File: config.mk
export PLATFORM = sky130hd
export DESIGN_NAME = fir_regs_flat
export DESIGN_NICKNAME = d
export VERILOG_FILES = /design/src/logic/fir_pkg.sv /design/src/logic/reg_bus_if.sv /design/src/logic/fir_regs.sv /design/src/flat_wrapper.sv
export SDC_FILE = /design/constraint.sdc
export NUM_CORES = 1
export LEC_CHECK = 0
export ABC_AREA = 1
export BUFFER_PORTS_ARGS = -buffer_cell sky130_fd_sc_hd__buf_2
export CAP_MARGIN = 20
export CELL_PAD_IN_SITES_DETAIL_PLACEMENT = 1
export CELL_PAD_IN_SITES_GLOBAL_PLACEMENT = 1
export CORE_ASPECT_RATIO = 1.4
export CORE_MARGIN = 8
export CORE_UTILIZATION = 32
export DETAILED_ROUTE_END_ITERATION = 12
export PLACE_DENSITY_LB_ADDON = 0.1
export RECOVER_POWER = 100
export SETUP_SLACK_MARGIN = 0.5
export SYNTH_ARGS = -nofsm -noshare
export SYNTH_HDL_FRONTEND = slang
export SYNTH_SLANG_ARGS = --single-unit
File: constraint.sdc
create_clock -name S_AXI_ACLK -period 2.77 [get_ports S_AXI_ACLK]
set_input_delay 0.1385 -clock S_AXI_ACLK [delete_from_list [all_inputs] [get_ports S_AXI_ACLK]]
set_output_delay 0.1385 -clock S_AXI_ACLK [all_outputs]
set_load 0.1 [all_outputs]
File: src/logic/fir_pkg.sv
`default_nettype none

package fir_pkg;

	// axi bus geometry
	localparam int axi_data_width = 32;
	localparam int axi_addr_width = 16;
	// byte offset inside a 32-bit word
	localparam int addr_lsb = 2;
	localparam int word_addr_width = axi_addr_width - addr_lsb;

	// word address split for coefficient writes
	localparam int slot_width = 7;
	localparam int bank_width = 7;

	// one word address, seen either flat or as bank and slot
	typedef union packed {
		logic [word_addr_width-1:0] index;
		struct packed {
			logic [bank_width-1:0] bank;
			logic [slot_width-1:0] slot;
		} coef;
	} reg_addr_u;

	// bank 1 holds the coefficients, slot is the tap number
	localparam logic [bank_width-1:0] coef_bank = 1;

	// control registers, bank 0
	localparam logic [word_addr_width-1:0] reg_name = 0;
	localparam logic [word_addr_width-1:0] reg_version = 1;
	localparam logic [word_addr_width-1:0] reg_taps = 4;
	localparam logic [word_addr_width-1:0] reg_coef_mag = 12;
	localparam logic [word_addr_width-1:0] reg_coef_base = 16;
	localparam logic [word_addr_width-1:0] reg_switches = 20;

	// identification words, ascii stored back to front
	localparam logic [axi_data_width-1:0] prog_name = "_RIF";
	localparam logic [axi_data_width-1:0] prog_version = "0.2";

	// switches register bits
	localparam int sw_fir_enable = 1;

	// edges from fir_in to fir_out
	localparam int fir_latency = 3;

endpackage

`default_nettype wire

File: src/logic/reg_bus_if.sv
`timescale 1ns/1ps
`default_nettype none

interface reg_bus_if;
	import fir_pkg::*;

	// write strobe with word address and data
	logic wr_en;
	reg_addr_u wr_addr;
	logic [axi_data_width-1:0] wr_data;
	// read strobe, data comes back combinationally
	logic rd_en;
	reg_addr_u rd_addr;
	logic [axi_data_width-1:0] rd_data;

	modport slave_side (
		output wr_en, wr_addr, wr_data, rd_en, rd_addr,
		input rd_data
	);

	// register block ignores rd_en, reads have no side effects
	modport regs_side (
		input wr_en, wr_addr, wr_data, rd_addr,
		output rd_data
	);

endinterface

`default_nettype wire

File: src/logic/fir_regs.sv
`timescale 1ns/1ps
`default_nettype none

module fir_regs #(
	parameter int TAPS = 8,
	parameter int COEF_WIDTH = 18,
	parameter int COEF_MAG = 17
) (
	input wire logic S_AXI_ACLK,
	input wire logic S_AXI_ARESETN,
	reg_bus_if.regs_side bus,
	output logic fir_enable,
	output logic [7:0] leds,
	// coefficient write port
	output logic coef_wr,
	output logic [fir_pkg::slot_width-1:0] coef_idx,
	output logic signed [COEF_WIDTH-1:0] coef_val
);
	import fir_pkg::*;

	logic [axi_data_width-1:0] switches;
	logic coef_hit;

	// bank and slot view, slot must name an existing tap
	assign coef_hit = (bus.wr_addr.coef.bank == coef_bank) && (bus.wr_addr.coef.slot < TAPS);

	always_ff @(posedge S_AXI_ACLK) begin
		if (!S_AXI_ARESETN) begin
			switches <= '0;
		end else begin
			if (bus.wr_en && (bus.wr_addr.index == reg_switches)) begin
				switches <= bus.wr_data;
			end
		end
	end

	// one-cycle strobe to the datapath
	always_ff @(posedge S_AXI_ACLK) begin
		if (!S_AXI_ARESETN) begin
			coef_wr <= 1'b0;
		end else begin
			coef_wr <= bus.wr_en && coef_hit;
		end
	end

	always_ff @(posedge S_AXI_ACLK) begin
		if (bus.wr_en && coef_hit) begin
			coef_idx <= bus.wr_addr.coef.slot;
			// bit 31 is the sign, low bits the magnitude field
			coef_val <= {bus.wr_data[axi_data_width-1], bus.wr_data[COEF_WIDTH-2:0]};
		end
	end

	// flat view for the control registers
	always_comb begin
		case (bus.rd_addr.index)
			reg_name: bus.rd_data = prog_name;
			reg_version: bus.rd_data = prog_version;
			reg_taps: bus.rd_data = axi_data_width'(TAPS);
			reg_coef_mag: bus.rd_data = axi_data_width'(COEF_MAG);
			reg_coef_base: bus.rd_data = axi_data_width'(coef_bank);
			reg_switches: bus.rd_data = switches;
			// coefficients are write only, unmapped reads as zero
			default: bus.rd_data = '0;
		endcase
	end

	assign leds = switches[7:0];
	assign fir_enable = switches[sw_fir_enable];

endmodule

`default_nettype wire

File: src/flat_wrapper.sv
// flat-port wrapper written by rule: the top's interface ports become plain ports
module fir_regs_flat import fir_pkg::*;
#(
	parameter int TAPS = 8,
	parameter int COEF_WIDTH = 18,
	parameter int COEF_MAG = 17
)
  (S_AXI_ACLK, S_AXI_ARESETN, fir_enable, leds, coef_wr, coef_idx, coef_val, bus_wr_en, bus_wr_addr, bus_wr_data, bus_rd_addr, bus_rd_data);
  reg_bus_if bus_i ();
  input wire logic S_AXI_ACLK;
  input wire logic S_AXI_ARESETN;
  output logic fir_enable;
  output logic [7:0] leds;
  output logic coef_wr;
  output logic [fir_pkg::slot_width-1:0] coef_idx;
  output logic signed [COEF_WIDTH-1:0] coef_val;
  input wire logic [$bits(bus_i.wr_en)-1:0] bus_wr_en;
  input wire logic [$bits(bus_i.wr_addr)-1:0] bus_wr_addr;
  input wire logic [$bits(bus_i.wr_data)-1:0] bus_wr_data;
  input wire logic [$bits(bus_i.rd_addr)-1:0] bus_rd_addr;
  output wire logic [$bits(bus_i.rd_data)-1:0] bus_rd_data;
  assign bus_i.wr_en = bus_wr_en;
  assign bus_i.wr_addr = bus_wr_addr;
  assign bus_i.wr_data = bus_wr_data;
  assign bus_i.rd_addr = bus_rd_addr;
  assign bus_rd_data = bus_i.rd_data;
  fir_regs #(.TAPS(TAPS), .COEF_WIDTH(COEF_WIDTH), .COEF_MAG(COEF_MAG)) u_core (.S_AXI_ACLK(S_AXI_ACLK), .S_AXI_ARESETN(S_AXI_ARESETN), .bus(bus_i), .fir_enable(fir_enable), .leds(leds), .coef_wr(coef_wr), .coef_idx(coef_idx), .coef_val(coef_val));
endmodule
# ---- Word-level counts from Yosys, hierarchy flattened
# Index checks and enable logic that the tools add are counted.
dict set report op_classes {
  order_cmp 1
  n_eq_ne 7
  muxes 1
  n_reduce_logical 4
}
# op count
set ops {}
lappend ops {{case mux 32 bit (6 select lines)} 1}
lappend ops {{== test 14 x 5 -> 1 bit (second input constant)} 3}
lappend ops {{== test 14 x 1 -> 1 bit (second input constant)} 1}
lappend ops {{== test 14 x 3 -> 1 bit (second input constant)} 1}
lappend ops {{== test 14 x 4 -> 1 bit (second input constant)} 1}
lappend ops {{logical NOT 14 bit} 1}
lappend ops {{== test 7 x 1 -> 1 bit (second input constant)} 1}
lappend ops {{< comparator 7 x 4 -> 1 bit (second input constant)} 1}
lappend ops {{logical AND 1 bit} 3}
dict set report totals {
  ff_bits 58
  inputBits 63
  out_inout_bits 67
  word_cells 17
}

# ---- Depth between registers and ports, before layout
dict set report logic_depth {
  word_depth 3
  depth_mapped 9
  depth_no_buf 8
}

# ---- Worst setup path before layout
# Ideal clock, no wire load.
dict set report synth_path {
  kind {input port to output port}
  from {input port bus_rd_addr[13]}
  to {output port bus_rd_data[24]}
  t_arrival_ps 2815
  required_ps 2632
  slack_ps -184
  cell_stages 4
  n_path_buf 0
  path_cell_list {or2_4 -> nor2_8 -> nand2_4 -> o21ai_0}
}
dict set report synth_between {
  elab_chain_len 2
  word_cells_on_any_way 7
  classes_between {eq/ne (5); mux (1); reduce/logical (1)}
}
# element line
set synth_lines {}
lappend synth_lines {{from (decl)} flat_wrapper.sv:20} ;# input wire logic [$bits(bus_i.rd_addr)-1:0] bus_rd_addr;
lappend synth_lines {{== test 14 x 5 -> 1 bit, or another cell as far along} fir_regs.sv:56} ;# case (bus.rd_addr.index)
lappend synth_lines {{case mux 32 bit (6 select lines) (*)} fir_regs.sv:56}
lappend synth_lines {{to (decl)} flat_wrapper.sv:21} ;# output wire logic [$bits(bus_i.rd_data)-1:0] bus_rd_data;
# Every way passes the cells marked *; elsewhere a longest branch is shown, timed or not.

# ---- Worst setup path after layout
dict set report layout_path {
  from {input port bus_rd_addr[0]}
  to {output port bus_rd_data[21]}
}
# The elaborated chain is that of the path after synthesis.

==> reports/metrics.cfg <==
[timing]
period_needed_ns=2.30
tightest_slew_ns=1.21
report.final.slew_viol_count=0
fmax_mhz=435
tns_ns=0
report.final.setup_viol=0
final_hold_viol_count=0
relSlewSlack=0.196
hold_ws_ns=0.0266
finalCritPeriodShare=0.830
finClkSkew_ns=0
layout_setup_ws_ns=0.472
rsz0062_at_grt=no

[setup_path]
crit_required_ns=2.63
path_class=input pin to output pin
worstPathArrival_ns=2.16
worstSetupStartpointType=input pin
regToRegSetupSlack_ns=2.07
end_kind=output pin
path_max_fanout=27

[cells_and_area]
multiInputGateArea_um2=966
final_core_util=0.452
fin_cells=581
layout_commonest_cell=nand2_1
drive_gt1_frac=0.207
diodes=0
syn_to_final_growth_pct=37.3
regArea_um2=1410
nFillCells=1104
finalNetCount=537
most-common-layout-cells=nand2_1 (83), clkbuf_1 (80), nor2_1 (78), buf_2 (50), inv_1 (43)
final_area_um2=3680

[floorplanning]
rows=39
die-area_um2=11600
dieWidth_um=93.4
ioPinCount=130
core_area_um2=8150
die_y_um=124
start_util=0.329

[global_routing]
antenna_found_initial=0
grt_overflow=0
grt_max_degree=34
grt_pass1_wl_um=13300
grt_pass1_vias=2697
globalRouteTotalUtil=0.147

[detailed_routing]
first_pass_iters=4
via_count=2562
drt-initial-drc-count=66
wl_per_cell_um=14.2
viasPerCell=4.41
ant_nets=0
drc_errors=0
wl_um=8230

[yosys]
synth_top_family_by_area=simple AND/OR/NAND/NOR gates
synth_area_um2=2680
ys_warn_count=0
synth_nets=397
synth-simple-area-share=0.305
synth_cells=334
ys_ff_latch=58
ys_seq_area_frac=0.526
synth-xor-area-share=0
synth.avg_cell_area_um2=8.03
yosys-mux-area-fraction=0
synth_compound_gate_area_share=0.0565
synth_fa_ha_area_frac=0
synth.distinct_cells=23

[clock_tree]
cts_tree=yes
cts_setup_buffers=0
cts_root_buf=clkbuf_16
path_clk_slew_ns=0.05
postCtsHoldBufs=11
cts.sinks=58
numCtsBuffers=9
clk_latency_ns=0.32
cts_resized=0
cts_buffer_depth=2
h-tree-depth=3

[power]
vdd_drop_max_uv=333
p_total_mw=2.00
p_leak_nw=1.75
power_density_nw_per_um2=543

[run_status]
outcome=finished clean

[placement]
place.gp.congestion=0.784
io_buffers=129
placedInstanceArea_um2=3350
hpwl_um=6070
dp.cells=548
pre_cts_slack_ns=0.709

[job]
cap_violations=0

[hold_path]
min_path_type=input pin to register

==> logic make-up after synthesis <==
group	after synthesis
AO/OA/AOI/OAI	19
buffers and inverters	65
flip-flops	58
AND/OR/NAND/NOR	192
==> final timing paths <==
check | cells after the start | end | startpoint
setup / recovery | 7 | bus_rd_data[21] | bus_rd_addr[0]
hold / removal | 1 | u_core.coef_val[12]$_DFFE_PP_ | bus_wr_data[12]
setup reg to reg | 4 | u_core.switches[1]$_SDFFE_PN0P_ | u_core.switches[1]$_SDFFE_PN0P_
hold reg to reg | 4 | u_core.switches[26]$_SDFFE_PN0P_ | u_core.switches[26]$_SDFFE_PN0P_
==> cells in the mapped netlist (all sizes together) <==
master	count	area, µm²
nor3	3	15.0
clkbuf	6	22.5
inv	44	165
edfxtp	25	751
nand4	2	12.5
nor3b	1	7.51
nand3	10	55.1
o21ai	19	151
or2	1	8.76
nand2	84	325
buf	15	114
dfxtp	33	661
nor2	91	393
==> where the power goes <==
part	switching [mW]	total, mW	internal (mW)
clock	0.366	1.01	0.647
combinational	0.0447	0.0934	0.0487
sequential	0.0000377	0.892	0.892
==> critical path, stage by stage <==
cell,delay (ns)
buf_2,0.09
inv_1,0.08
nand4_1,0.18
nor2_4,0.22
nand2_4,0.31
o21ai_2,0.22
clkbuf_1,0.90
==> layout make-up <==
class                      count  share of cell area
sequential                    58               0.383
timing repair buffer         150               0.200
tap                          102              0.0347
clock inverter                 3             0.00374
multi-input combinational    211               0.262
inverter                      44              0.0449
clock buffer                  13              0.0707
==> flip-flops by register name (all words and copies together), names as in the netlist <==
name / count
u_core.coef_val: 18
u_core.coef_wr: 1
u_core.coef_idx: 7
u_core.switches: 32
==> layer usage <==
layer | GRT usage | wire length [µm] | share of wire | up-vias
met5 | 0 | 0 | 0 | -
met4 | 0.0657 | 143 | 0.017 | 0
met3 | 0.0633 | 714 | 0.087 | 10
met2 | 0.259 | 4380 | 0.53 | 73
met1 | 0.142 | 2980 | 0.36 | 1189
li1 | - | - | - | 1290
Note: power is estimated with default switching activity, not from simulation.
