[src/logic/fir_pkg.sv]
`default_nettype none

package fir_pkg;

	// axi bus geometry
	localparam int axi_data_width = 32;
	localparam int axi_addr_width = 16;
	// byte offset inside a 32-bit word
	localparam int addr_lsb = 2;
	localparam int word_addr_width = axi_addr_width - addr_lsb;

	// word address split for coefficient writes
	localparam int slot_width = 7;
	localparam int bank_width = 7;

	// one word address, seen either flat or as bank and slot
	typedef union packed {
		logic [word_addr_width-1:0] index;
		struct packed {
			logic [bank_width-1:0] bank;
			logic [slot_width-1:0] slot;
		} coef;
	} reg_addr_u;

	// bank 1 holds the coefficients, slot is the tap number
	localparam logic [bank_width-1:0] coef_bank = 1;

	// control registers, bank 0
	localparam logic [word_addr_width-1:0] reg_name = 0;
	localparam logic [word_addr_width-1:0] reg_version = 1;
	localparam logic [word_addr_width-1:0] reg_taps = 4;
	localparam logic [word_addr_width-1:0] reg_coef_mag = 12;
	localparam logic [word_addr_width-1:0] reg_coef_base = 16;
	localparam logic [word_addr_width-1:0] reg_switches = 20;

	// identification words, ascii stored back to front
	localparam logic [axi_data_width-1:0] prog_name = "_RIF";
	localparam logic [axi_data_width-1:0] prog_version = "0.2";

	// switches register bits
	localparam int sw_fir_enable = 1;

	// edges from fir_in to fir_out
	localparam int fir_latency = 3;

endpackage

`default_nettype wire

[src/logic/reg_bus_if.sv]
`timescale 1ns/1ps
`default_nettype none

interface reg_bus_if;
	import fir_pkg::*;

	// write strobe with word address and data
	logic wr_en;
	reg_addr_u wr_addr;
	logic [axi_data_width-1:0] wr_data;
	// read strobe, data comes back combinationally
	logic rd_en;
	reg_addr_u rd_addr;
	logic [axi_data_width-1:0] rd_data;

	modport slave_side (
		output wr_en, wr_addr, wr_data, rd_en, rd_addr,
		input rd_data
	);

	// register block ignores rd_en, reads have no side effects
	modport regs_side (
		input wr_en, wr_addr, wr_data, rd_addr,
		output rd_data
	);

endinterface

`default_nettype wire

[src/logic/axi_lite_slave.sv]
`timescale 1ns/1ps
`default_nettype none

module axi_lite_slave (
	input wire logic S_AXI_ACLK,
	input wire logic S_AXI_ARESETN,
	// write address channel
	input wire logic [fir_pkg::axi_addr_width-1:0] S_AXI_AWADDR,
	input wire logic [2:0] S_AXI_AWPROT,
	input wire logic S_AXI_AWVALID,
	output logic S_AXI_AWREADY,
	// write data channel
	input wire logic [fir_pkg::axi_data_width-1:0] S_AXI_WDATA,
	input wire logic [fir_pkg::axi_data_width/8-1:0] S_AXI_WSTRB,
	input wire logic S_AXI_WVALID,
	output logic S_AXI_WREADY,
	// write response channel
	output logic [1:0] S_AXI_BRESP,
	output logic S_AXI_BVALID,
	input wire logic S_AXI_BREADY,
	// read address channel
	input wire logic [fir_pkg::axi_addr_width-1:0] S_AXI_ARADDR,
	input wire logic [2:0] S_AXI_ARPROT,
	input wire logic S_AXI_ARVALID,
	output logic S_AXI_ARREADY,
	// read data channel
	output logic [fir_pkg::axi_data_width-1:0] S_AXI_RDATA,
	output logic [1:0] S_AXI_RRESP,
	output logic S_AXI_RVALID,
	input wire logic S_AXI_RREADY,
	// register side
	reg_bus_if.slave_side bus
);
	import fir_pkg::*;

	localparam logic [1:0] resp_okay = 2'b00;

	// high while no write is between acceptance and its response
	logic wr_idle;
	logic wr_start;
	logic rd_start;
	reg_addr_u wr_addr_q;
	logic [axi_data_width-1:0] wr_data_q;
	reg_addr_u rd_addr_q;

	// address and data taken in the same cycle
	assign wr_start = wr_idle && S_AXI_AWVALID && S_AXI_WVALID;
	// no new read while the last one still waits for RREADY
	assign rd_start = !S_AXI_ARREADY && S_AXI_ARVALID && !S_AXI_RVALID;

	always_ff @(posedge S_AXI_ACLK) begin
		if (!S_AXI_ARESETN) begin
			S_AXI_AWREADY <= 1'b0;
			S_AXI_WREADY <= 1'b0;
			wr_idle <= 1'b1;
		end else begin
			if (wr_start) begin
				// both readies pulse together
				S_AXI_AWREADY <= 1'b1;
				S_AXI_WREADY <= 1'b1;
				wr_idle <= 1'b0;
			end else begin
				S_AXI_AWREADY <= 1'b0;
				S_AXI_WREADY <= 1'b0;
				// reopen only once the response is taken
				if (S_AXI_BVALID && S_AXI_BREADY) begin
					wr_idle <= 1'b1;
				end
			end
		end
	end

	// latch address without byte offset, and data
	always_ff @(posedge S_AXI_ACLK) begin
		if (wr_start) begin
			wr_addr_q <= reg_addr_u'(S_AXI_AWADDR[axi_addr_width-1:addr_lsb]);
			wr_data_q <= S_AXI_WDATA;
		end
	end

	always_ff @(posedge S_AXI_ACLK) begin
		if (!S_AXI_ARESETN) begin
			S_AXI_BVALID <= 1'b0;
		end else begin
			if (bus.wr_en) begin
				S_AXI_BVALID <= 1'b1;
			end else if (S_AXI_BREADY) begin
				S_AXI_BVALID <= 1'b0;
			end
		end
	end

	always_ff @(posedge S_AXI_ACLK) begin
		if (!S_AXI_ARESETN) begin
			S_AXI_ARREADY <= 1'b0;
			S_AXI_RVALID <= 1'b0;
		end else begin
			S_AXI_ARREADY <= rd_start;
			if (bus.rd_en) begin
				S_AXI_RVALID <= 1'b1;
			end else if (S_AXI_RREADY) begin
				S_AXI_RVALID <= 1'b0;
			end
		end
	end

	always_ff @(posedge S_AXI_ACLK) begin
		if (rd_start) begin
			rd_addr_q <= reg_addr_u'(S_AXI_ARADDR[axi_addr_width-1:addr_lsb]);
		end
	end

	// read data held until the next read strobe
	always_ff @(posedge S_AXI_ACLK) begin
		if (bus.rd_en) begin
			S_AXI_RDATA <= bus.rd_data;
		end
	end

	// one strobe per transaction, in the ready cycle
	assign bus.wr_en = S_AXI_AWREADY && S_AXI_WREADY;
	assign bus.wr_addr = wr_addr_q;
	assign bus.wr_data = wr_data_q;
	assign bus.rd_en = S_AXI_ARREADY && S_AXI_ARVALID;
	assign bus.rd_addr = rd_addr_q;

	// every access answers OKAY
	assign S_AXI_BRESP = resp_okay;
	assign S_AXI_RRESP = resp_okay;

endmodule

`default_nettype wire

[src/flat_wrapper.sv]
// flat-port wrapper written by rule: the top's interface ports become plain ports
module axi_lite_slave_flat import fir_pkg::*;
  (S_AXI_ACLK, S_AXI_ARESETN, S_AXI_AWADDR, S_AXI_AWPROT, S_AXI_AWVALID, S_AXI_AWREADY, S_AXI_WDATA, S_AXI_WSTRB, S_AXI_WVALID, S_AXI_WREADY, S_AXI_BRESP, S_AXI_BVALID, S_AXI_BREADY, S_AXI_ARADDR, S_AXI_ARPROT, S_AXI_ARVALID, S_AXI_ARREADY, S_AXI_RDATA, S_AXI_RRESP, S_AXI_RVALID, S_AXI_RREADY, bus_wr_en, bus_wr_addr, bus_wr_data, bus_rd_en, bus_rd_addr, bus_rd_data);
  reg_bus_if bus_i ();
  input wire logic S_AXI_ACLK;
  input wire logic S_AXI_ARESETN;
  input wire logic [fir_pkg::axi_addr_width-1:0] S_AXI_AWADDR;
  input wire logic [2:0] S_AXI_AWPROT;
  input wire logic S_AXI_AWVALID;
  output logic S_AXI_AWREADY;
  input wire logic [fir_pkg::axi_data_width-1:0] S_AXI_WDATA;
  input wire logic [fir_pkg::axi_data_width/8-1:0] S_AXI_WSTRB;
  input wire logic S_AXI_WVALID;
  output logic S_AXI_WREADY;
  output logic [1:0] S_AXI_BRESP;
  output logic S_AXI_BVALID;
  input wire logic S_AXI_BREADY;
  input wire logic [fir_pkg::axi_addr_width-1:0] S_AXI_ARADDR;
  input wire logic [2:0] S_AXI_ARPROT;
  input wire logic S_AXI_ARVALID;
  output logic S_AXI_ARREADY;
  output logic [fir_pkg::axi_data_width-1:0] S_AXI_RDATA;
  output logic [1:0] S_AXI_RRESP;
  output logic S_AXI_RVALID;
  input wire logic S_AXI_RREADY;
  output wire logic [$bits(bus_i.wr_en)-1:0] bus_wr_en;
  output wire logic [$bits(bus_i.wr_addr)-1:0] bus_wr_addr;
  output wire logic [$bits(bus_i.wr_data)-1:0] bus_wr_data;
  output wire logic [$bits(bus_i.rd_en)-1:0] bus_rd_en;
  output wire logic [$bits(bus_i.rd_addr)-1:0] bus_rd_addr;
  input wire logic [$bits(bus_i.rd_data)-1:0] bus_rd_data;
  assign bus_wr_en = bus_i.wr_en;
  assign bus_wr_addr = bus_i.wr_addr;
  assign bus_wr_data = bus_i.wr_data;
  assign bus_rd_en = bus_i.rd_en;
  assign bus_rd_addr = bus_i.rd_addr;
  assign bus_i.rd_data = bus_rd_data;
  axi_lite_slave u_core (.S_AXI_ACLK(S_AXI_ACLK), .S_AXI_ARESETN(S_AXI_ARESETN), .S_AXI_AWADDR(S_AXI_AWADDR), .S_AXI_AWPROT(S_AXI_AWPROT), .S_AXI_AWVALID(S_AXI_AWVALID), .S_AXI_AWREADY(S_AXI_AWREADY), .S_AXI_WDATA(S_AXI_WDATA), .S_AXI_WSTRB(S_AXI_WSTRB), .S_AXI_WVALID(S_AXI_WVALID), .S_AXI_WREADY(S_AXI_WREADY), .S_AXI_BRESP(S_AXI_BRESP), .S_AXI_BVALID(S_AXI_BVALID), .S_AXI_BREADY(S_AXI_BREADY), .S_AXI_ARADDR(S_AXI_ARADDR), .S_AXI_ARPROT(S_AXI_ARPROT), .S_AXI_ARVALID(S_AXI_ARVALID), .S_AXI_ARREADY(S_AXI_ARREADY), .S_AXI_RDATA(S_AXI_RDATA), .S_AXI_RRESP(S_AXI_RRESP), .S_AXI_RVALID(S_AXI_RVALID), .S_AXI_RREADY(S_AXI_RREADY), .bus(bus_i));
endmodule
[config.mk]
export PLATFORM = sky130hd
export DESIGN_NAME = axi_lite_slave_flat
export DESIGN_NICKNAME = d
export VERILOG_FILES = /design/src/logic/fir_pkg.sv /design/src/logic/reg_bus_if.sv /design/src/logic/axi_lite_slave.sv /design/src/flat_wrapper.sv
export SDC_FILE = /design/constraint.sdc
export NUM_CORES = 1
export LEC_CHECK = 0
export ABC_AREA = 1
export BUFFER_PORTS_ARGS = -buffer_cell sky130_fd_sc_hd__buf_2
export CAP_MARGIN = 15
export CORE_MARGIN = 5
export CORE_UTILIZATION = 40
export DETAILED_ROUTE_END_ITERATION = 8
export PLACE_DENSITY = 0.77
export SLEW_MARGIN = 20
export SYNTH_ARGS = -nofsm -noshare
export SYNTH_HDL_FRONTEND = slang
export SYNTH_SLANG_ARGS = --single-unit
[constraint.sdc]
create_clock -name S_AXI_ACLK -period 2.2 [get_ports S_AXI_ACLK]
set_input_delay 0.11 -clock S_AXI_ACLK [delete_from_list [all_inputs] [get_ports S_AXI_ACLK]]
set_output_delay 0.11 -clock S_AXI_ACLK [all_outputs]
set_load 0.1 [all_outputs]
Word-level counts from Yosys, hierarchy flattened
Index checks and enable logic that the tools add are counted.

Add/sub/neg operators: 0. $mul: 0. Divide/modulo/power cells: 0. $lt $le $gt $ge: 0. Eq/ne operators: 0. Shifts and indexed selects: 0. Mux-type cells: 7. Bitwise gates (word level): 0. Reductions and logical operators: 11.

Operators by type and width (number): 1-bit two-way mux (7); 1-bit logical AND (6); 2-bit nonzero test (3); 1-bit logical NOT (2).

Bits in registers: 97. Latch bits: 0. RAM bits: 0. Bits in read-only memories: 0. Input bits: 113. Output and inout port bits: 103. Logic and storage cells: 27. Memories kept: 0.

Depth between registers and ports, before layout
Gate-level depths: netlist of run 1.

Depth in word-level cells: 3. Gate-level depth with buffers: 4. Gate-level depth less buffers: 4.

Least setup slack after synthesis of run 1
OpenSTA, ideal clock, no wires.

Kind: register -> register. Start point: reg u_core.S_AXI_ARREADY. End point: reg u_core.S_AXI_RDATA[0] (netlist bit), enable pin. Setup time: 415 ps. Arrival time: 2339 ps. Path slack: -555 ps. Stages on the path, launching flop included: 3. Path buffers: 0. Cells stage by stage: dfxtp_1 > nand2_1 > inv_1.

Cells in the longest elaborated chain, start to end: 1.

Ends and longest elaborated chain: from (decl) (line axi_lite_slave.sv:25) `output logic S_AXI_ARREADY,`; from (signal assigned) (line axi_lite_slave.sv:98) `S_AXI_ARREADY <= rd_start;`; 1-bit logical AND (line axi_lite_slave.sv:124) `assign bus.rd_en = S_AXI_ARREADY && S_AXI_ARVALID;`; net bus_rd_en (line flat_wrapper.sv:29) `output wire logic [$bits(bus_i.rd_en)-1:0] bus_rd_en;`; to (signal assigned) (line axi_lite_slave.sv:116) `S_AXI_RDATA <= bus.rd_data;`; to (decl) (line axi_lite_slave.sv:27) `output logic [fir_pkg::axi_data_width-1:0] S_AXI_RDATA,`.

The timed path passes the listed nets, and every way through them passes these cells. A chain may end at the register's enable or synchronous reset.

Final worst setup path of run 1
Start point: reg u_core.S_AXI_ARREADY. End point: out bus_rd_en.

Cells in the longest elaborated chain, start to end: 1.

Ends and longest elaborated chain (line): 1-bit logical AND (axi_lite_slave.sv:124); to (decl) (flat_wrapper.sv:29).

No other way between the ends.

==> qor.yml, run 1 <==
finClkSkew_ps: 9.95
cp.required_ps: 2090
drt-vias-per-instance: 4.27
core_um2: 7290
p_seq_share_pct: 50.4
drv_slew: 0
die-width_um: 96.9
p_sw_w: 0.00135
drc: 0
die_area_um2: 9390
setup_violations: 0
relSlewSlack_pct: 61.6
overflow: 0
cts_tree: "done"
cp-end-kind: "output port"
grt_pass1_wl_um: 13700
cts_root_buf: "clkbuf_8"
htree_levels: 3
clock_latency_ps: 350
gp_congestion: 0.814
p_comb_share_pct: 21.6
path_clk_slew_ps: 90
p_int_w: 0.00288
hold_end: "u_core.S_AXI_ARREADY"
final.fill_count: 478
yosysWarnings: 0
crit_arrival_ps: 1310
vias: 2272
start_util_pct: 41.4
cap_viol_max_count: 0
ant_nets: 0
synth_area_per_cell_um2: 24.0
sw_frac_of_total_pct: 31.9
grt_pass1_vias: 2607
finalCritPeriodShare_pct: 64.7
syn_area_um2: 3020
placed_area_um2: 4120
status: "complete, no violations"
peakVddDrop_mv: 0.540
start_kind: "flop"
drt_iter0_drc: 77
fin_crit_ps: 1420
hp-class: "input port to flop"
yosysTopAreaCell: "edfxtp_1"
layout-drive-gt1-share_pct: 51.6
firstDrtPassIters: 4
final_common_cell: "buf_2"
regToRegSetupSlack_ps: 800
reg2reg_depth: 3
fmax_mhz: 702
pwr-share-clk_pct: 27.9
dp_hpwl_um: 5570
reg2reg_to: "u_core.bus.wr_addr[1]"
grt_max_degree: 47
final.setup.worst_slack_ps: 776
multiInputGateArea_um2: 92.6
critPathMaxFanout: 3
fin_area_um2: 5270
row_count: 31
grt_setup_unrepaired: "false"
wl_um: 8860
hp-start: "S_AXI_ARVALID"
pwr_density_cell_nw_per_um2: 804
post_cts_resized: 0
seqCellArea_um2: 2860
grt_util_all_layers_pct: 18.8
clockBufferDepth: 2
r2r-start: "u_core.wr_idle"
synth_seq_cells: 97
area_delta_synth_final_pct: 74.4
fin_nets: 540
tightest_slew_ps: 576
ys_seq_area_share_pct: 94.8
leakage_nw: 2.27
hold_viol: 0
io-pin-count: 216
wire_per_inst_um: 16.7
cts.sinks: 97
place_ws_ps: 813
io_buffers: 197
finalSetupTns_ps: 0
synth.area.top_cells: "edfxtp_1, dfxtp_1, buf_4"
crit_type: "flop to output port"
antenna_found_initial: 1
netlist-cell-type-count: 13
final_cell_mix: "buf_2, dlygate4sd3_1, edfxtp_1"
syn_inst: 126
cts_inserted_buffers: 9
holdPathStages: 3
synth.top_cell.area_share_pct: 91.5
die_h_um: 96.9
==> synthesized netlist by cell type, drive strengths merged <==
cell type,count
inv,8
dfxtp,5
nand3,1
buf,6
nand2,5
a21oi,2
nor2,5
conb,1
edfxtp,92
nor3,1
==> state kept, by name (all words and copies together) (netlist names) <==
name,count
u_core.bus.wr_addr,14
u_core.S_AXI_RVALID,1
u_core.bus.rd_addr,14
u_core.S_AXI_ARREADY,1
u_core.S_AXI_AWREADY,1
u_core.bus.wr_data,32
u_core.S_AXI_RDATA,32
u_core.S_AXI_BVALID,1
u_core.wr_idle,1
==> cell type report <==
cell class,instances,share of cell area (%)
Inverter,8,0.641
Sequential cell,97,54.4
Clock buffer,9,2.35
Tap cell,99,2.35
Clock inverter,7,1.64
Timing Repair Buffer,293,36.8
Multi-Input combinational cell,18,1.76
Antenna cell,1,0.0475
==> routing by layer <==
layer | global-route usage, % | routed length [um] | vias up
li1 | - | - | 1065
met1 | 18.4 | 3010 | 1068
met2 | 35.9 | 5010 | 120
met3 | 5.61 | 629 | 19
met4 | 8.32 | 207 | 0
met5 | 0 | 0 | -
==> worst max path at each step <==
stage                     slack [ps]                 start                     end
after floorplan                  200  u_core.S_AXI_ARREADY   u_core.S_AXI_RDATA[0]
after global placement           880        u_core.wr_idle  u_core.bus.wr_data[29]
after detailed placement         810        u_core.wr_idle  u_core.bus.wr_addr[11]
after CTS                        740  u_core.S_AXI_ARREADY               bus_rd_en
after global routing             690  u_core.S_AXI_ARREADY               bus_rd_en
final                            780  u_core.S_AXI_ARREADY               bus_rd_en
==> through the flow <==
step	hold WS, ps	power, W	cells	util (%)
global placement	286	0.00294	422	56.5
finish	40.9	0.00423	532	72.2
global route	32.8	0.00439	532	72.2
detailed placement	288	0.00296	422	56.5
CTS	19.3	0.00426	531	72.2
floorplan	209	0.00279	129	-
==> timing repair <==
item / CTS / global route
setup buffers: 0 / 0
hold buffers: 93 / 0
endpoints found under the hold margin: 93 / 0
==> cells by family after synthesis <==
family          synth area share (%)
other cells                    0.124
flops                           94.8
simple gates                    2.24
compound gates                 0.332
buf+inv                         2.49
==> power by group through the flow <==
stage / registers, W / clock network (W) / logic [W]
after floorplan: 0.00270 / 0 / 0.0000925
after global placement: 0.00217 / 0 / 0.000773
after detailed placement: 0.00218 / 0 / 0.000781
after CTS: 0.00213 / 0.00121 / 0.000913
after global routing: 0.00214 / 0.00130 / 0.000945
final: 0.00213 / 0.00118 / 0.000916
==> worst max-delay path: stages, from the launching register on <==
cell        delay, ps
dfxtp_2           340
nand2_1           100
clkinvlp_4         90
buf_2             440
(Power assumes the default switching activity.)
==> inputs of run 2 (changes only) <==
--- a/config.mk
+++ b/config.mk
@@ -5,13 +5,13 @@
 export SDC_FILE = /design/constraint.sdc
 export NUM_CORES = 1
 export LEC_CHECK = 0
-export ABC_AREA = 1
+export ABC_AREA = 0
 export BUFFER_PORTS_ARGS = -buffer_cell sky130_fd_sc_hd__buf_2
 export CAP_MARGIN = 15
 export CORE_MARGIN = 5
-export CORE_UTILIZATION = 40
+export CORE_UTILIZATION = 36
 export DETAILED_ROUTE_END_ITERATION = 8
-export PLACE_DENSITY = 0.77
+export PLACE_DENSITY = 0.73
 export SLEW_MARGIN = 20
 export SYNTH_ARGS = -nofsm -noshare
 export SYNTH_HDL_FRONTEND = slang
==> constraint.sdc (replaced) <==
create_clock -name S_AXI_ACLK -period 1.15 [get_ports S_AXI_ACLK]
set_input_delay 0.0575 -clock S_AXI_ACLK [delete_from_list [all_inputs] [get_ports S_AXI_ACLK]]
set_output_delay 0.0575 -clock S_AXI_ACLK [all_outputs]
set_load 0.1 [all_outputs]
==> run 2 against run 1 <==
  * Combinational power is 120% higher
  * Hold slack worse by 25 ps
  * Cell count grew 0.94%
  * Non-clock buffer count is 12 higher
  * Via count rose by 0.88%
  * Clock-buffer cell count unchanged
  * The flow now finishes with violations (negative setup slack)
  * Clock power up 69%
  * Global-route usage is 0.72 points higher
  * Clock skew increased by 2.8 ps
  * Core utilization increased by 0.11 points
  * Power is 91% higher
  * Critical path type unchanged
  * Largest power group unchanged
==> qor.yml, run 2 <==
die-width_um: 101  # +4.5%
overflow: 0  # unchanged
final.fill_count: 515  # +7.7%
synth-edff-count: 92  # unchanged
finalCritPeriodShare_pct: 103
row_count: 33  # +6.5%
gp_congestion: 0.781  # -4.0%
leakage_nw: 2.48  # +9.5%
cp.required_ps: 1090  # -1000 ps
pwr_density_cell_nw_per_um2: 1370  # +70%
grt_max_degree: 28  # -40%
syn_area_um2: 3000  # -0.75%
status: "finished with violations"
cts.sinks: 97  # unchanged
layout-drive-gt1-share_pct: 54.4  # +2.8 points
violations: "negative setup slack"
cp-end-kind: "output port"
muxShareOfSynthArea_pct: 0  # unchanged
seqCellArea_um2: 2870  # +0.35%
cp_num_cells: 3  # unchanged
ant_nets: 0  # unchanged
vias: 2292  # +0.88%
final.setup.worst_slack_ps: -30.6  # -807 ps
htree_levels: 3  # unchanged
synth_seq_cells: 97  # unchanged
crit_arrival_ps: 1120  # -190 ps
async_flop_share_pct: 0  # unchanged
start_util_pct: 36.7  # -4.7 points
hold_viol: 0  # unchanged
critPathBufInv: 2  # unchanged
critical-path-max-stage-delay_ps: 350  # -90 ps
regToRegSetupSlack_ps: 0  # -800 ps
syn_inst: 115  # -8.7%
path_common_cell: "buf_12"
cts_inserted_buffers: 9  # unchanged
die_area_um2: 10200  # +9.2%
critPathMaxFanout: 6  # +3
io_buffers: 197  # unchanged
io-pin-count: 216  # unchanged
slowest_stage: "dfxtp_4"
cap_viol_max_count: 0  # unchanged
fin_crit_ps: 1180
p_int_w: 0.00549  # +91%
synth_compound_area_share_pct: 0.835  # +0.50 points
finClkSkew_ps: 12.7  # +2.78 ps
cts_root_buf: "clkbuf_8"
synth-simple-area-share_pct: 2.00  # -0.23 points
synth_commonest_cells: "edfxtp_1, buf_4, dfxtp_1"
crit_start: "u_core.S_AXI_ARREADY"
grt_pass1_vias: 2567  # -1.5%
core_um2: 8180  # +12%
synth.top_cell.area_share_pct: 92.2  # +0.69 points
path_clk_slew_ps: 80  # about the same
ys_seq_area_share_pct: 95.5  # +0.71 points
r2r-start: "u_core.S_AXI_ARREADY"
area_delta_synth_final_pct: 97.3
p_comb_share_pct: 24.4  # +2.8 points
multiInputGateArea_um2: 106  # +15%
wire_per_inst_um: 18.6  # +12%
yosysWarnings: 0  # unchanged
p_sw_w: 0.00259  # +91%
hp-class: "input port to flop"
yosysTopAreaCell: "edfxtp_1"
setup_violations: 7  # +7
wl_um: 9980  # +13%
reg2reg_to: "u_core.bus.rd_addr[7]"
antenna_cells: 0  # -1
cpLargestDelayFamily: "flip-flops"
layoutNonFillerInstCount: 537  # +0.94%
antenna_found_initial: 0  # -1
clockBufferDepth: 2  # unchanged
power.total_w: 0.00808  # +91%
grt_pass1_wl_um: 14300  # +4.6%
die_h_um: 101  # +4.5%
final_common_cell: "buf_2"
drc: 0  # unchanged
grt_util_all_layers_pct: 19.5  # +0.72 points
synth_top_family_by_area: "simple AND/OR/NAND/NOR gates"
post-synth-top-count-cell: "edfxtp_1"
pwr-share-clk_pct: 24.8  # -3.1 points
fmax_mhz: 847
peakVddDrop_mv: 1.12  # +110%
drv_slew: 0  # unchanged
synth_area_per_cell_um2: 26.1  # +8.7%
critPathCapture: "bus_rd_en"
fin_nets: 541  # +0.19%
netlist-cell-type-count: 13  # unchanged
synth_xor_area_share_pct: 0  # unchanged
dp.cells: 419  # -0.71%
synth.area.top_cells: "edfxtp_1, dfxtp_1, buf_4"
finalSetupTns_ps: -38.6  # -38.6 ps
dp_hpwl_um: 6430  # +15%
grt_setup_unrepaired: "true"
clock_latency_ps: 350  # about the same
firstDrtPassIters: 4  # unchanged
sw_frac_of_total_pct: 32.0  # +0.093 points
place_ws_ps: 99.4  # -714 ps
cp_cell_sequence: "and2_4 -> buf_12 -> buf_12"
start_kind: "flop"
reg2reg_depth: 3  # unchanged
p_seq_share_pct: 50.8  # +0.4 points
final_cell_mix: "buf_2, dlygate4sd3_1, edfxtp_1"
cts_tree: "done"
hold_ws_ps: 15.9  # -25.0 ps
crit_type: "flop to output port"
drt_iter0_drc: 67  # -13%
synthFlopType: "edfxtp_1"
drt-vias-per-instance: 4.27  # about the same
synthAdderAreaFrac_pct: 0  # unchanged
-- run 2: cell types whose count changed after synthesis, moves of 2 or more --
cell     change
o21a_1       +2
inv_1        -7
and2_1       +2
nor2_1       -3
nand2_1      -5
-- run 2: cell families after synthesis --
family | count (synthesis)
flip-flops | 97
AND/OR/NAND/NOR | 7
buffers and inverters | 6
AO/OA/AOI/OAI | 4
other | 1
-- run 2: area by class of cell --
class | instances | share of cell area [%]
sequential | 97 | 48.6
timing repair buffer | 305 | 44.4
tap | 105 | 2.22
clock buffer | 9 | 2.09
multi-input combinational | 15 | 1.80
clock inverter | 6 | 0.889
-- run 2: worst register-to-register path: cells and delay by family (launching register included) --
kind	cells	cell delay (ps)
flops	1	340
simple gates	1	210
buf+inv	2	320
-- run 2: through the flow --
step / utilization (%) / cell area [um^2]
CTS: 71.8 / 5870
detailed placement: 55.2 / 4510
floorplan: - / 3030
global route: 72.3 / 5910
global placement: 55.2 / 4510
finish: 72.3 / 5910
-- run 2: per-layer routing --
| layer | vias to the layer above | track usage (%) | share of wire (%) | routed length (um) |
|---|---|---|---|---|
| met5 | - | 0 | 0 | 0 |
| met4 | 0 | 5.83 | 1.6 | 162 |
| met3 | 13 | 5.65 | 7.3 | 732 |
| met2 | 117 | 38.7 | 58 | 5750 |
| met1 | 1092 | 19.2 | 33 | 3330 |
| li1 | 1070 | - | - | - |
-- run 2: worst min-delay path by stage --
stage | from | to | slack, ps | cells after the start
6_report | S_AXI_RREADY | u_core.S_AXI_RVALID | 20 | 3
5_1_grt | S_AXI_RREADY | u_core.S_AXI_RVALID | 10 | 3
4_1_cts | S_AXI_RREADY | u_core.S_AXI_RVALID | 1 | 3
3_5_place_dp | S_AXI_WDATA[8] | u_core.bus.wr_data[8] | 240 | 1
3_3_place_gp | S_AXI_WDATA[0] | u_core.bus.wr_data[0] | 230 | 1
2_1_floorplan | S_AXI_ARESETN | u_core.wr_idle | 140 | 1
-- run 2: timing repair --
item / CTS / global route
gates cloned: 1 / 0
pin swaps: 2 / 1
endpoints found under the setup margin: 79 / 15
endpoints found under the hold margin: 97 / 0
setup buffers: 2 / 6
gates resized for setup: 79 / 0
hold buffers: 94 / 0
-- run 2: power by group through the flow --
stage / clock (W) / sequential, W / combinational [W]
floorplan: 0 / 0.00514 / 0.000171
global placement: 0 / 0.00417 / 0.00160
detailed placement: 0 / 0.00418 / 0.00162
CTS: 0.00205 / 0.00410 / 0.00195
global route: 0.00221 / 0.00412 / 0.00203
finish: 0.00200 / 0.00410 / 0.00197
